**src/source/game_pkg.sv**
```systemverilog
// ********************
// shared widths, FSM encoding and palette
// colours are 4 bits per channel, {r, g, b}
// ********************

package game_pkg;

    localparam int POS_W = 12;  // counters and player x positions
    localparam int RGB_W = 12;  // 4/4/4 colour word

    // which player moves and where, one at a time
    typedef enum logic [2:0] {
        IDLE,
        RIGHT1,
        LEFT1,
        RIGHT2,
        LEFT2
    } move_state_t;

    // palette
    localparam logic [RGB_W-1:0] COLOR_BG      = 12'h48c;  // sky
    localparam logic [RGB_W-1:0] COLOR_BLOCK   = 12'h631;  // brown wall
    localparam logic [RGB_W-1:0] COLOR_P1      = 12'hc00;
    localparam logic [RGB_W-1:0] COLOR_P1_MOVE = 12'hf88;  // lighter while walking
    localparam logic [RGB_W-1:0] COLOR_P2      = 12'h00c;
    localparam logic [RGB_W-1:0] COLOR_P2_MOVE = 12'h88f;

endpackage
```
**src/source/game_top.sv**
```systemverilog
// ********************
// two player platform core, SVGA 800x600 raster by default
// no sync pulses, rgb/de go straight to the display
// ********************

`timescale 1ns/1ns

module game_top #(
    parameter int H_ACTIVE    = 800,
    parameter int H_TOTAL     = 1056,
    parameter int V_ACTIVE    = 600,
    parameter int V_TOTAL     = 628,
    parameter int BLOCK_LEFT  = 310,  // wall columns
    parameter int BLOCK_RIGHT = 450,
    parameter int X_MAX       = 660,  // right walking limit
    parameter int PLAYER_W    = 48,
    parameter int PLAYER_Y    = 440,
    parameter int BLOCK_Y     = 380
) (
    input  logic                       clk,
    input  logic                       rst,
    input  logic                       m_left,      // player 1, mouse buttons
    input  logic                       m_right,
    input  logic                       gpio_left,   // player 2, board buttons
    input  logic                       gpio_right,
    input  logic [1:0]                 button_pressed,
    output logic [game_pkg::RGB_W-1:0] rgb,
    output logic                       de,
    output logic [game_pkg::POS_W-1:0] xpos_player1,
    output logic [game_pkg::POS_W-1:0] xpos_player2,
    output game_pkg::move_state_t      state
);

    logic [game_pkg::POS_W-1:0] hcount;
    logic [game_pkg::POS_W-1:0] vcount;
    logic                       hblank;
    logic                       vblank;

    raster_timing #(
        .H_ACTIVE (H_ACTIVE),
        .H_TOTAL  (H_TOTAL),
        .V_ACTIVE (V_ACTIVE),
        .V_TOTAL  (V_TOTAL)
    ) u_timing (
        .clk    (clk),
        .rst    (rst),
        .hcount (hcount),
        .vcount (vcount),
        .hblank (hblank),
        .vblank (vblank)
    );

    // vblank doubles as the frame tick
    player_move_ctl #(
        .BLOCK_LEFT  (BLOCK_LEFT),
        .BLOCK_RIGHT (BLOCK_RIGHT),
        .X_MAX       (X_MAX)
    ) u_move (
        .clk            (clk),
        .rst            (rst),
        .vblank         (vblank),
        .m_left         (m_left),
        .m_right        (m_right),
        .gpio_left      (gpio_left),
        .gpio_right     (gpio_right),
        .button_pressed (button_pressed),
        .xpos_player1   (xpos_player1),
        .xpos_player2   (xpos_player2),
        .state          (state)
    );

    player_render #(
        .H_ACTIVE    (H_ACTIVE),
        .V_ACTIVE    (V_ACTIVE),
        .BLOCK_LEFT  (BLOCK_LEFT),
        .BLOCK_RIGHT (BLOCK_RIGHT),
        .BLOCK_Y     (BLOCK_Y),
        .PLAYER_W    (PLAYER_W),
        .PLAYER_Y    (PLAYER_Y)
    ) u_render (
        .clk          (clk),
        .rst          (rst),
        .hcount       (hcount),
        .vcount       (vcount),
        .hblank       (hblank),
        .vblank       (vblank),
        .xpos_player1 (xpos_player1),
        .xpos_player2 (xpos_player2),
        .state        (state),
        .rgb          (rgb),
        .de           (de)
    );

endmodule

```
**src/source/player_render.sv**
```systemverilog
// ********************
// flat colour boxes, players drawn down to the bottom of the screen
// one register stage, pixel out 1 cycle after its counters
// ********************

`timescale 1ns/1ns

module player_render #(
    parameter int H_ACTIVE    = 800,
    parameter int V_ACTIVE    = 600,
    parameter int BLOCK_LEFT  = 310,
    parameter int BLOCK_RIGHT = 450,
    parameter int BLOCK_Y     = 380,
    parameter int PLAYER_W    = 48,
    parameter int PLAYER_Y    = 440
) (
    input  logic                       clk,
    input  logic                       rst,
    input  logic [game_pkg::POS_W-1:0] hcount,
    input  logic [game_pkg::POS_W-1:0] vcount,
    input  logic                       hblank,
    input  logic                       vblank,
    input  logic [game_pkg::POS_W-1:0] xpos_player1,
    input  logic [game_pkg::POS_W-1:0] xpos_player2,
    input  game_pkg::move_state_t      state,
    output logic [game_pkg::RGB_W-1:0] rgb,
    output logic                       de
);

    logic                       in_p1;
    logic                       in_p2;
    logic                       in_block;
    logic [game_pkg::RGB_W-1:0] pix_color;

    // hit tests for the current pixel
    assign in_p1 = (hcount >= xpos_player1) && (hcount < xpos_player1 + PLAYER_W)
                   && (vcount >= PLAYER_Y);
    assign in_p2 = (hcount >= xpos_player2) && (hcount < xpos_player2 + PLAYER_W)
                   && (vcount >= PLAYER_Y);
    assign in_block = (hcount >= BLOCK_LEFT) && (hcount <= BLOCK_RIGHT)
                      && (vcount >= BLOCK_Y);

    // p1 over p2 over block over sky
    always_comb begin
        if (in_p1) begin
            pix_color = (state == game_pkg::RIGHT1 || state == game_pkg::LEFT1) ?
                        game_pkg::COLOR_P1_MOVE : game_pkg::COLOR_P1;
        end else if (in_p2) begin
            pix_color = (state == game_pkg::RIGHT2 || state == game_pkg::LEFT2) ?
                        game_pkg::COLOR_P2_MOVE : game_pkg::COLOR_P2;
        end else if (in_block) begin
            pix_color = game_pkg::COLOR_BLOCK;
        end else begin
            pix_color = game_pkg::COLOR_BG;
        end
    end

    always_ff @(posedge clk) begin
        if (rst) begin
            rgb <= '0;
            de  <= 1'b0;
        end else if (hblank || vblank) begin
            rgb <= '0;  // black in blanking
            de  <= 1'b0;
        end else begin
            rgb <= pix_color;
            de  <= 1'b1;
        end
    end

    // nothing but black leaves while the display is not enabled
    a_blank_black: assert property (@(posedge clk) disable iff (rst)
        !de |-> (rgb == '0));

    // blank levels from the timing block agree with this module's active area
    a_blank_levels: assert property (@(posedge clk) disable iff (rst)
        (hblank == (hcount >= H_ACTIVE)) && (vblank == (vcount >= V_ACTIVE)));

endmodule

```
**src/source/player_move_ctl.sv**
```systemverilog
// ********************
// inputs are plain button levels, synchronized here (2 cycles)
// moves happen only on the rising edge of vblank, one pixel per frame
// one player moves at a time, mouse side has priority
// ********************

`timescale 1ns/1ns

module player_move_ctl #(
    parameter int BLOCK_LEFT  = 310,
    parameter int BLOCK_RIGHT = 450,
    parameter int X_MAX       = 660
) (
    input  logic                       clk,
    input  logic                       rst,
    input  logic                       vblank,
    input  logic                       m_left,
    input  logic                       m_right,
    input  logic                       gpio_left,
    input  logic                       gpio_right,
    input  logic [1:0]                 button_pressed,  // climb, bit 0 p1, bit 1 p2
    output logic [game_pkg::POS_W-1:0] xpos_player1,
    output logic [game_pkg::POS_W-1:0] xpos_player2,
    output game_pkg::move_state_t      state
);

    logic [5:0]                 sync_q1;  // first stage, may be metastable
    logic [5:0]                 sync_q2;
    logic                       m_left_s;
    logic                       m_right_s;
    logic                       gpio_left_s;
    logic                       gpio_right_s;
    logic [1:0]                 climb_s;
    logic                       vblank_prev;
    logic                       frame_edge;
    game_pkg::move_state_t      state_nxt;
    logic [game_pkg::POS_W-1:0] xpos_nxt1;
    logic [game_pkg::POS_W-1:0] xpos_nxt2;

    // one step to the right, wall only passable while climbing
    function automatic logic [game_pkg::POS_W-1:0] step_right(
        input logic [game_pkg::POS_W-1:0] x,
        input logic                       climb
    );
        if (x < BLOCK_LEFT) begin
            return x + 1'b1;  // before the wall
        end else if (x <= BLOCK_RIGHT) begin
            return climb ? x + 1'b1 : x;  // on the wall
        end else if (x < X_MAX) begin
            return x + 1'b1;  // past the wall
        end
        return x;  // screen edge
    endfunction

    // one step to the left
    function automatic logic [game_pkg::POS_W-1:0] step_left(
        input logic [game_pkg::POS_W-1:0] x,
        input logic                       climb
    );
        if (x == '0) begin
            return x;  // screen edge
        end else if (x <= BLOCK_LEFT) begin
            return x - 1'b1;  // left face always lets go
        end else if (x > BLOCK_RIGHT) begin
            return x - 1'b1;
        end
        return climb ? x - 1'b1 : x;  // right face holds without climb
    endfunction

    // strictly inside the wall without climb, walk is dropped
    function automatic logic stuck_left(
        input logic [game_pkg::POS_W-1:0] x,
        input logic                       climb
    );
        return !climb && (x > BLOCK_LEFT) && (x < BLOCK_RIGHT);
    endfunction

    assign m_left_s     = sync_q2[0];
    assign m_right_s    = sync_q2[1];
    assign gpio_left_s  = sync_q2[2];
    assign gpio_right_s = sync_q2[3];
    assign climb_s      = sync_q2[5:4];

    assign frame_edge = vblank && !vblank_prev;  // start of vertical blanking

    always_ff @(posedge clk) begin
        if (rst) begin
            sync_q1      <= '0;
            sync_q2      <= '0;
            vblank_prev  <= 1'b0;
            state        <= game_pkg::IDLE;
            xpos_player1 <= '0;
            xpos_player2 <= '0;
        end else begin
            sync_q1     <= {button_pressed, gpio_right, gpio_left, m_right, m_left};
            sync_q2     <= sync_q1;
            vblank_prev <= vblank;
            if (frame_edge) begin  // once per frame
                state        <= state_nxt;
                xpos_player1 <= xpos_nxt1;
                xpos_player2 <= xpos_nxt2;
            end
        end
    end

    always_comb begin
        state_nxt = state;
        xpos_nxt1 = xpos_player1;
        xpos_nxt2 = xpos_player2;
        case (state)
            game_pkg::IDLE: begin
                // entry only, nobody moves on this edge
                if (m_right_s) begin
                    state_nxt = game_pkg::RIGHT1;
                end else if (m_left_s) begin
                    state_nxt = game_pkg::LEFT1;
                end else if (gpio_right_s) begin
                    state_nxt = game_pkg::RIGHT2;
                end else if (gpio_left_s) begin
                    state_nxt = game_pkg::LEFT2;
                end
            end
            game_pkg::RIGHT1: begin
                if (!m_right_s) begin
                    state_nxt = game_pkg::IDLE;  // key released
                end else begin
                    xpos_nxt1 = step_right(xpos_player1, climb_s[0]);
                end
            end
            game_pkg::LEFT1: begin
                if (!m_left_s || stuck_left(xpos_player1, climb_s[0])) begin
                    state_nxt = game_pkg::IDLE;
                end else begin
                    xpos_nxt1 = step_left(xpos_player1, climb_s[0]);
                end
            end
            game_pkg::RIGHT2: begin
                if (!gpio_right_s) begin
                    state_nxt = game_pkg::IDLE;
                end else begin
                    xpos_nxt2 = step_right(xpos_player2, climb_s[1]);
                end
            end
            game_pkg::LEFT2: begin
                if (!gpio_left_s || stuck_left(xpos_player2, climb_s[1])) begin
                    state_nxt = game_pkg::IDLE;
                end else begin
                    xpos_nxt2 = step_left(xpos_player2, climb_s[1]);
                end
            end
            default: state_nxt = game_pkg::IDLE;  // illegal codes recover
        endcase
    end

    // positions move only right after a frame edge, one pixel at most
    a_p1_step: assert property (@(posedge clk) disable iff (rst)
        $changed(xpos_player1) |-> $past(frame_edge) &&
            ((xpos_player1 == $past(xpos_player1) + 1'b1) ||
             (xpos_player1 == $past(xpos_player1) - 1'b1)));

    a_p2_step: assert property (@(posedge clk) disable iff (rst)
        $changed(xpos_player2) |-> $past(frame_edge) &&
            ((xpos_player2 == $past(xpos_player2) + 1'b1) ||
             (xpos_player2 == $past(xpos_player2) - 1'b1)));

    // nobody walks off the right side
    a_x_limit: assert property (@(posedge clk) disable iff (rst)
        (xpos_player1 <= X_MAX) && (xpos_player2 <= X_MAX));

endmodule

```
**src/source/raster_timing.sv**
```systemverilog
// ********************
// free running raster counters, no sync pulses
// blank levels are registered and line up with the counters
// ********************

`timescale 1ns/1ns

module raster_timing #(
    parameter int H_ACTIVE = 800,
    parameter int H_TOTAL  = 1056,
    parameter int V_ACTIVE = 600,
    parameter int V_TOTAL  = 628
) (
    input  logic                       clk,
    input  logic                       rst,
    output logic [game_pkg::POS_W-1:0] hcount,
    output logic [game_pkg::POS_W-1:0] vcount,
    output logic                       hblank,
    output logic                       vblank
);

    logic [game_pkg::POS_W-1:0] hcount_nxt;
    logic [game_pkg::POS_W-1:0] vcount_nxt;

    // next pixel position
    always_comb begin
        hcount_nxt = hcount + 1'b1;
        vcount_nxt = vcount;
        if (hcount == H_TOTAL - 1) begin  // end of line
            hcount_nxt = '0;
            if (vcount == V_TOTAL - 1) begin  // end of frame
                vcount_nxt = '0;
            end else begin
                vcount_nxt = vcount + 1'b1;
            end
        end
    end

    // blank levels decoded from the next counts
    // so they match the counter value in the same cycle
    always_ff @(posedge clk) begin
        if (rst) begin
            hcount <= '0;
            vcount <= '0;
            hblank <= 1'b0;
            vblank <= 1'b0;
        end else begin
            hcount <= hcount_nxt;
            vcount <= vcount_nxt;
            hblank <= (hcount_nxt >= H_ACTIVE);  // right border and retrace
            vblank <= (vcount_nxt >= V_ACTIVE);  // bottom border and retrace
        end
    end

    // counters never leave the raster
    a_count_range: assert property (@(posedge clk) disable iff (rst)
        (hcount < H_TOTAL) && (vcount < V_TOTAL));

endmodule

```
**config.mk**
```make
export PLATFORM = sky130hd
export DESIGN_NAME = game_top
export DESIGN_NICKNAME = d
export VERILOG_FILES = /design/src/source/game_pkg.sv /design/src/source/game_top.sv /design/src/source/player_render.sv /design/src/source/player_move_ctl.sv /design/src/source/raster_timing.sv
export SDC_FILE = /design/constraint.sdc
export NUM_CORES = 1
export LEC_CHECK = 0
export BUFFER_PORTS_ARGS = -buffer_cell sky130_fd_sc_hd__clkbuf_2
export CORE_UTILIZATION = 35
export DETAILED_ROUTE_END_ITERATION = 10
export GPL_TIMING_DRIVEN = 1
export PLACE_DENSITY = 0.57
export SLEW_MARGIN = 20
export SYNTH_ARGS = -nofsm -noshare
export SYNTH_HDL_FRONTEND = slang
export SYNTH_SLANG_ARGS = --single-unit
```
**constraint.sdc**
```tcl
create_clock -name clk -period 4 [get_ports clk]
set_clock_uncertainty 0.15 [all_clocks]
set_input_delay 1.2 -clock clk [delete_from_list [all_inputs] [get_ports clk]]
set_output_delay 1.2 -clock clk [all_outputs]
set_load 0.03 [all_outputs]
```
### Word-level counts from Yosys, hierarchy flattened

Cells that the tools add are included.

* register bits after elaboration: 79
* latch bits: 0
* memory bits (writable): 0
* memory bits (read-only): 0
* input bits: 8
* output and inout port bits: 40
* word-level logic and storage cells: 161
* memories: 0

* $add $sub $neg: 8
* multipliers: 0
* divide/modulo/power cells: 0
* order comparisons: 24
* equal/unequal tests: 23
* shifts and indexed selects: 0
* multiplexer cells: 64
* bitwise gates (word level): 0
* reduce and logical (&&, ||, !) cells: 30

Operators with widths (count)
* $mux 12: 30
* $lt 12x32->1: 2
* $le 12x9->1 const B: 5
* $add 12x1->12 const B: 4
* $gt 12x9->1 const B: 4
* $lt 12x9->1 const B: 4
* $pmux 12 s2: 2
* $ge 12x9->1 const B: 3
* $add 12x6->13 const B: 2
* $ge 12x10->1 const B: 2
* $ge 12x12->1: 2
* $logic_not 12->1: 2
* $lt 12x10->1 const B: 2
* $mux 3: 8
* $sub 12x1->12 const B: 2
* $mux 1: 21
* $mux 10: 2
* $reduce_and 8->1: 2
* $pmux 3 s5: 1
* $eq 12x10->1 const B: 1
* $eq 12x11->1 const B: 1
* $ne 2x1->1 const B: 6
* $logic_and 1x1->1: 11
* $ne 2x2->1 const B: 4
* 13 further kinds: 26

### Depth between registers and ports, before layout

Gate-level depths: netlist of run 1.

* depth after elaboration: 9
* depth in mapped cells: 12
* gate-level depth less buffers: 12

### By module

From an unflattened synthesis of run 1, not the netlist that was laid out.

* cell total of the unflattened synthesis: 700
* area total of the unflattened synthesis: 5763.0 sq um

By module, submodules not included
* player_move_ctl: times used 1, cells each 325, area each 2678.8 sq um, sequential area each 800.8 sq um
* player_render: times used 1, cells each 214, area each 1697.9 sq um, sequential area each 220.2 sq um
* raster_timing: times used 1, cells each 161, area each 1386.3 sq um, sequential area each 520.5 sq um

### Least setup slack after synthesis of run 1

No wires, ideal clock.

* kind: register -> register
* start: register u_move.state[1]
* end: register u_move.xpos_player1[11] (netlist name)
* library setup time: 0.070 ns
* arrival: 3.379 ns
* data required time: 3.780 ns
* path slack: 0.401 ns
* cell stages (with the launch flop): 11
* path buffers: 1
* clock period less this slack: 3.599 ns
* path through: dfxtp_1 -> clkbuf_1 -> nor3b_1 -> ha_1 -> a211oi_1 -> o21a_1 -> o31ai_1 -> o41ai_1 -> xnor2_1 -> or3_1 -> a21oi_1

* word-level cells in the longest chain between the ends: 3
* elaborated cells on any way between the ends: 11
* those cells by class: eq/ne (8); mux (1); reduce/logical (2)

RTL lines
* start, declared: RTL line player_move_ctl.sv:24 `output game_pkg::move_state_t state`
* start signal, assigned: RTL line player_move_ctl.sv:91 `state <= game_pkg::IDLE;`
* start signal, assigned: RTL line player_move_ctl.sv:99 `state <= state_nxt;`
* $eq 3x1->1 / $eq 3x2->1 (equally long branches): RTL line player_move_ctl.sv:110 `case (state)`
* $ne 4x2->1 (no source line), or another cell as far along
* $reduce_and 8->1 (no source line)
* end signal, assigned: RTL line player_move_ctl.sv:100 `xpos_player1 <= xpos_nxt1;`
* end, declared: RTL line player_move_ctl.sv:22 `output logic [game_pkg::POS_W-1:0] xpos_player1,`

Parallel ways exist; a longest one is shown, timed or not.
A chain may end at the register's enable or synchronous reset.

### Worst setup path in the final report of run 1

* start: register u_move.xpos_player1[4] (netlist name)
* end: register u_render.rgb[3] (netlist name)

* word-level cells in the longest chain between the ends: 5
* elaborated cells on any way between the ends: 6
* those cells by class: add/sub (1); order compare (2); mux (1); reduce/logical (2)

RTL lines
* $add 12x6->13: RTL line player_render.sv:36 `assign in_p1 = (hcount >= xpos_player1) && (hcount < xpos_player1 + PLAYER_W)`
* $lt 12x32->1: RTL line player_render.sv:36
* $logic_and 1x1->1 (*): RTL line player_render.sv:36
* $logic_and 1x1->1 (*): RTL line player_render.sv:37 `&& (vcount >= PLAYER_Y);`
* $mux 12 (*): RTL line player_render.sv:45 `if (in_p1) begin`
* end signal, assigned: RTL line player_render.sv:66 `rgb <= pix_color;`
* end, declared: RTL line player_render.sv:26 `output logic [game_pkg::RGB_W-1:0] rgb,`

Mark *: on every way between the ends. The rest lies on a longest branch, timed or not.

==> results of run 1 <==
==> worst register-to-register path, stage by stage (launching register included) <==
cell and delay (ps):
dfxtp_1 520, inv_1 160, ha_1 280, nor3_1 190, xnor2_1 150, ha_1 260
a21o_1 180, a21o_1 170, a21oi_1 150, o2111a_1 180, o311ai_0 270, or4_1 650
o21ai_0 120
==> per-stage QoR <==
stage | setup slack, ps | hold slack [ps]
4_1_cts | 516 | 290
2_1_floorplan | 401 | 264
3_5_place_dp | 529 | 274
3_3_place_gp | 622 | 268
6_report | 494 | 293
5_1_grt | 259 | 316
==> synth_stat cells (all sizes together) (4+ instances only) <==
cell type | number | area, um2
a21oi | 29 | 145
nor2 | 80 | 300
and3 | 8 | 50.1
mux2i | 21 | 210
or3 | 7 | 43.8
or4 | 6 | 48.8
nand2 | 31 | 124
a31oi | 5 | 31.3
nor4 | 13 | 111
nand2b | 10 | 62.6
o21ai | 39 | 195
nor2b | 20 | 125
o31ai | 7 | 52.6
a211oi | 10 | 87.6
o21a | 7 | 52.6
a21o | 16 | 120
nor3 | 17 | 90.1
buf | 10 | 70.1
ha | 72 | 901
xor2 | 14 | 123
nand4 | 14 | 87.6
nand3 | 23 | 115
dfxtp | 77 | 1540
inv | 43 | 161
xnor2 | 42 | 368
o2111ai | 4 | 35.0
or2 | 4 | 25.0
nor4b | 6 | 58.8
nand3b | 4 | 30.0
clkbuf | 16 | 60.1
==> area by class of cell <==
class	instances	area [um2]	area share, %
timing repair buffer	51	268	4.09
sequential	77	1540	23.6
inverter	43	161	2.47
clock inverter	5	60.1	0.918
clock buffer	11	243	3.71
tap	216	270	4.13
multi-input combinational	554	4000	61.1
==> cells by family (layout without fill, tap and decap cells) <==
family                     count (synthesis)  after routing  share of synthesized area [%]
and+or+nand+nor                          252            252                           23.2
other                                      1              1                         0.0643
adders and majority gates                 74             74                           16.1
AOI/OAI and AO/OA                        150            150                           17.2
xor gates and xnor gates                  56             56                           8.41
muxes                                     21             21                           3.61
DFF                                       77             77                           26.4
buffers and inverters                     69            110                           5.00
==> state kept, by name, indices dropped and copies added (netlist names), 3 cells and up <==
name                 cells
u_render.rgb            10
u_move.state             3
u_move.sync_q2           6
u_timing.hcount         12
u_move.xpos_player1     12
u_move.xpos_player2     12
u_timing.vcount         12
u_move.sync_q1           6
==> worst paths after layout <==
check / start / endpoint / slack [ps] / depth (start not counted)
max: u_move.xpos_player1[4] / u_render.rgb[3] / 490 / 12
min: u_move.sync_q1[5] / u_move.sync_q2[5] / 290 / 1
min reg2reg: u_move.sync_q1[5] / u_move.sync_q2[5] / 290 / 1
max reg2reg: u_move.xpos_player1[4] / u_render.rgb[3] / 490 / 12
==> power by group through the flow <==
stage | sequential, mW | combinational [mW] | clock (mW)
floorplan | 0.806 | 0.0412 | 0
global placement | 0.805 | 0.0625 | 0
detailed placement | 0.805 | 0.0645 | 0
CTS | 0.788 | 0.0650 | 0.854
global route | 0.789 | 0.0730 | 0.884
finish | 0.788 | 0.0643 | 0.832
==> layer usage <==
layer  wire length, um  track usage, %  vias up
li1                  -               -     2591
met1              7210            23.8     2369
met2              6740            29.8      105
met3               665            3.13       22
met4               276            8.25        0
met5                 0               0        -
==> metrics, run 1 <==
status=finished, final reports clean; CTS max path bufs=2; CTS root buf=clkbuf_16; input/output buffers=46; cell count after synthesis=700; # rows=46; fill count=1623; CP arrival=3620 ps; Die H=131 um; Worst setup SP type=flip-flop; Post-CTS Setup Bufs=0; Yosys reg bits=77; critical path's slowest cell=or4_1; post-route cell area=0.00654 mm2; area of the core=0.0161 mm2; DP Wirelength=11200 um; CTS tree=built; # DRC=0; final core utilization=40.7%; Ys Warns=0; final setup vio count=0; Buf/Inv on CP=1; most common cell after layout, fill and taps aside=nor2_1; DRT antenna net count=0; CP peak stage delay=650 ps; placed inst area=0.00624 mm2; worst setup path class=reg2reg; Clock Latency Late Sink=350 ps; Worst Tran Pin Value=876 ps; largest net degree at the start of global routing=25; grt ovf=0; Iter 0 DRT Violations=301; Net Switching=0.381 mW; H-Tree Depth=3; critical path, cell by cell=inv_1, ha_1, nor3_1, xnor2_1, ha_1, a21o_1, a21o_1, a21oi_1, o2111a_1, o311ai_0, or4_1, o21ai_0; CTS clock-pin slew for the worst setup and hold paths=70 ps; Die ar.=0.0172 mm2; period utilisation layout=87.7%; number of global-route vias before repair=4918; Flop pwr share=46.8%; CP max FO=10; clock sink count=77; Fmax=285 MHz; drt via density=5.32; final net count=818; fin cells=957; most frequent cells in the layout=nor2_1, dfxtp_1, ha_1, clkbuf_2, inv_1; via count=5087; CTS buffer count=9; Routed WL=14900 um; diode count=0; Unique masters post-synth=68; Max Slew Vio Count=0; Largest delay share family, worst path=compound AO/OA/AOI/OAI gates; share of cells above drive strength 1=10.4%; Mapped Nets=782; initial core utilization=36.3%; max cap viols=0; cts hold-fix bufs=0; Hold WC Path Type=reg2reg; All-Layer GR Usage=18.4%; initial antenna violation count=0; worst vdd ir=0.000208 V; first drt pass iteration count=4; Crit. End Element=flip-flop; register area share after synthesis=26.4%; Final min period=3510 ps; Post-synth top flop=dfxtp_1; Mapped Avg Cell Area=8.33 um2; area delta synth->final=12.2%; PostCTS Resize Cnt=0; final hold violations=0; combinational share of power=3.8%; Worst EP required=4110 ps; Placer Congestion=0.838; Internal=1.30 mW; post-placement cell count=941; Max-slew headroom=41.4%; Switching Fraction=22.6%; EDFF count, synth=0; Ports=48; Clock power frac=49.4%; first-pass GRT wire length=24500 um; P per Cell Area=258 mW/mm2; Synth async-reset ratio=0%; Design Power=1.68 mW; RSZ-0062 raised after global routing=false; die width=131 um; routed len/inst=15.6 um; post-synthesis cell area=0.00583 mm2; P_leak=2.67 nW; setup_tns=0 ps
Note: power is estimated with default switching activity, not from simulation.
==> inputs of run 2 (changes only) <==
--- a/config.mk
+++ b/config.mk
@@ -5,11 +5,11 @@
 export SDC_FILE = /design/constraint.sdc
 export NUM_CORES = 1
 export LEC_CHECK = 0
-export BUFFER_PORTS_ARGS = -buffer_cell sky130_fd_sc_hd__clkbuf_2
 export CORE_UTILIZATION = 35
 export DETAILED_ROUTE_END_ITERATION = 10
+export DONT_BUFFER_PORTS = 1
 export GPL_TIMING_DRIVEN = 1
-export PLACE_DENSITY = 0.57
+export PLACE_DENSITY = 0.55
 export SLEW_MARGIN = 20
 export SYNTH_ARGS = -nofsm -noshare
 export SYNTH_HDL_FRONTEND = slang
==> constraint.sdc (replaced) <==
create_clock -name clk -period 3.8 [get_ports clk]
set_clock_uncertainty 0.15 [all_clocks]
set_input_delay 1.14 -clock clk [delete_from_list [all_inputs] [get_ports clk]]
set_output_delay 1.14 -clock clk [all_outputs]
set_load 0.03 [all_outputs]
==> run 2 against run 1 <==
Compared with the run above: count of clock-buffer cells in the layout shrank 2; global-route usage grew 0.084 points; register-to-register slack lost 90 ps; via count shrank 1.4%; final cell count shrank 2.9%; flip-flop and latch count is the same; final area shrank 1.7%; sequential share of layout area grew 0.41 points; wire length shrank 0.56%; power grew 2.4%; hold slack lost 3.0 ps; critical path type unchanged; critical endpoint is now u_render.rgb[7].
==> metrics, run 2 (synthesis gave the netlist of run 1 again) <==
post-route cell area=0.00643 mm2; Internal=1.29 mW; Die ar.=0.0172 mm2; total area of sequential cells=0.00154 mm2; clock sink count=77; Switching Fraction=25.0%; critical path's slowest cell=a211oi_1; largest net degree at the start of global routing=48; Hold WC Path Type=reg2reg; first-pass GRT wire length=24500 um; most common cell after layout, fill and taps aside=nor2_1; H-Tree Depth=3; CTS tree=built; Max Slew Vio Count=0; number of global-route vias before repair=4829; final core utilization=40.0%; post-placement cell count=913; grt ovf=0; share of cells above drive strength 1=7.01%; setup_tns=0 ps; area of the core=0.0161 mm2; Worst Tran Pin Value=858 ps; worst vdd ir=0.000254 V; final hold violations=0; # rows=46; most frequent cells in the layout=nor2_1, dfxtp_1, ha_1, inv_1, xnor2_1; area delta synth->final=10.3%; Flop pwr share=48.4%; DRT antenna net count=0; routed len/inst=15.9 um; CTS max path bufs=2; Final min period=3400 ps; Ports=48; All-Layer GR Usage=18.4%; Net Switching=0.431 mW; fin cells=929; input/output buffers=0; Die H=131 um; initial antenna violation count=0; PostCTS Resize Cnt=0; Multi-input gate area=0.00400 mm2; cts hold-fix bufs=0; final net count=790; DP Wirelength=11300 um; critical path, cell by cell=nand3_1, or4_1, xnor2_1, ha_1, a2111oi_0, o21ai_0, a211oi_1, nor2_1, o31ai_1; Post-CTS Setup Bufs=0; Clock Latency Late Sink=350 ps; Worst setup SP type=flip-flop; Buf/Inv on CP=0; Crit. End Element=flip-flop; initial core utilization=36.3%; CP max FO=5; Max-slew headroom=42.0%; CTS clock-pin slew for the worst setup and hold paths=70 ps; diode count=0; die width=131 um; CP arrival=3500 ps; P_leak=2.55 nW; Iter 0 DRT Violations=270; Fmax=294 MHz; final setup vio count=0; P per Cell Area=268 mW/mm2; Clock power frac=49.0%; drt via density=5.40; status=finished, final reports clean; placed inst area=0.00614 mm2; RSZ-0062 raised after global routing=false; max cap viols=0; Largest delay share family, worst path=compound AO/OA/AOI/OAI gates; Placer Congestion=0.835; Worst EP required=3910 ps; CTS buffer count=9; fill count=1641; Routed WL=14800 um; first drt pass iteration count=5; worst setup path class=reg2reg; combinational share of power=2.7%; CTS root buf=clkbuf_16; # DRC=0; period utilisation layout=89.4%; CP peak stage delay=600 ps; via count=5017
==> run 2: cell count changes in the layout (fill, tap and decap cells not counted), sizes merged <==
cell	delta
clkbuf	-48
buf	+18
inv	+5
clkinvlp	+1
clkinv	-3
bufinv	-1
==> run 2: metrics by stage <==
stage | worst slack [ps] | total power, mW | hold slack (ps)
2_1_floorplan | 201 | 0.892 | 264
3_3_place_gp | 576 | 0.897 | 273
3_5_place_dp | 399 | 0.899 | 279
4_1_cts | 394 | 1.75 | 295
5_1_grt | 104 | 1.79 | 313
6_report | 404 | 1.73 | 290
==> run 2: worst paths after layout <==
path                        to  slack [ps]                    from  cells after the start
max            u_render.rgb[7]         400  u_move.xpos_player2[6]                      9
min          u_move.sync_q2[5]         290       u_move.sync_q1[5]                      1
max reg2reg    u_render.rgb[7]         400  u_move.xpos_player2[6]                      9
min reg2reg  u_move.sync_q2[5]         290       u_move.sync_q1[5]                      1
==> run 2: power groups by stage <==
stage / Sequential (mW) / Combinational, mW / Clock, mW
2_1_floorplan: 0.849 / 0.0434 / 0
3_3_place_gp: 0.853 / 0.0444 / 0
3_5_place_dp: 0.853 / 0.0460 / 0
4_1_cts: 0.835 / 0.0463 / 0.869
5_1_grt: 0.836 / 0.0536 / 0.901
6_report: 0.835 / 0.0460 / 0.845
==> run 2: area by class of cell <==
cell class | count | share of cell area (%)
well taps | 216 | 4.20
clock buffers | 9 | 3.50
inverters | 43 | 2.51
flip-flops and latches | 77 | 24.0
multi-input cells | 554 | 62.2
repair buffers | 23 | 2.69
clock inverters | 7 | 0.953
==> run 2: worst register-to-register path: cells and delay by family, from the launching register on <==
| family | cells | cell delay, ps |
|---|---|---|
| simple gates | 3 | 920 |
| flops | 1 | 530 |
| compound gates | 4 | 1350 |
| fa+ha+maj | 1 | 200 |
| xor+xnor | 1 | 150 |
==> run 2: metal layers <==
layer	GRT usage [%]	vias to the layer above	share of wire, %
met5	0	-	0
li1	-	2533	-
met4	6.15	0	1.7
met2	30.8	89	47
met3	4.02	17	4.4
met1	23.4	2378	47
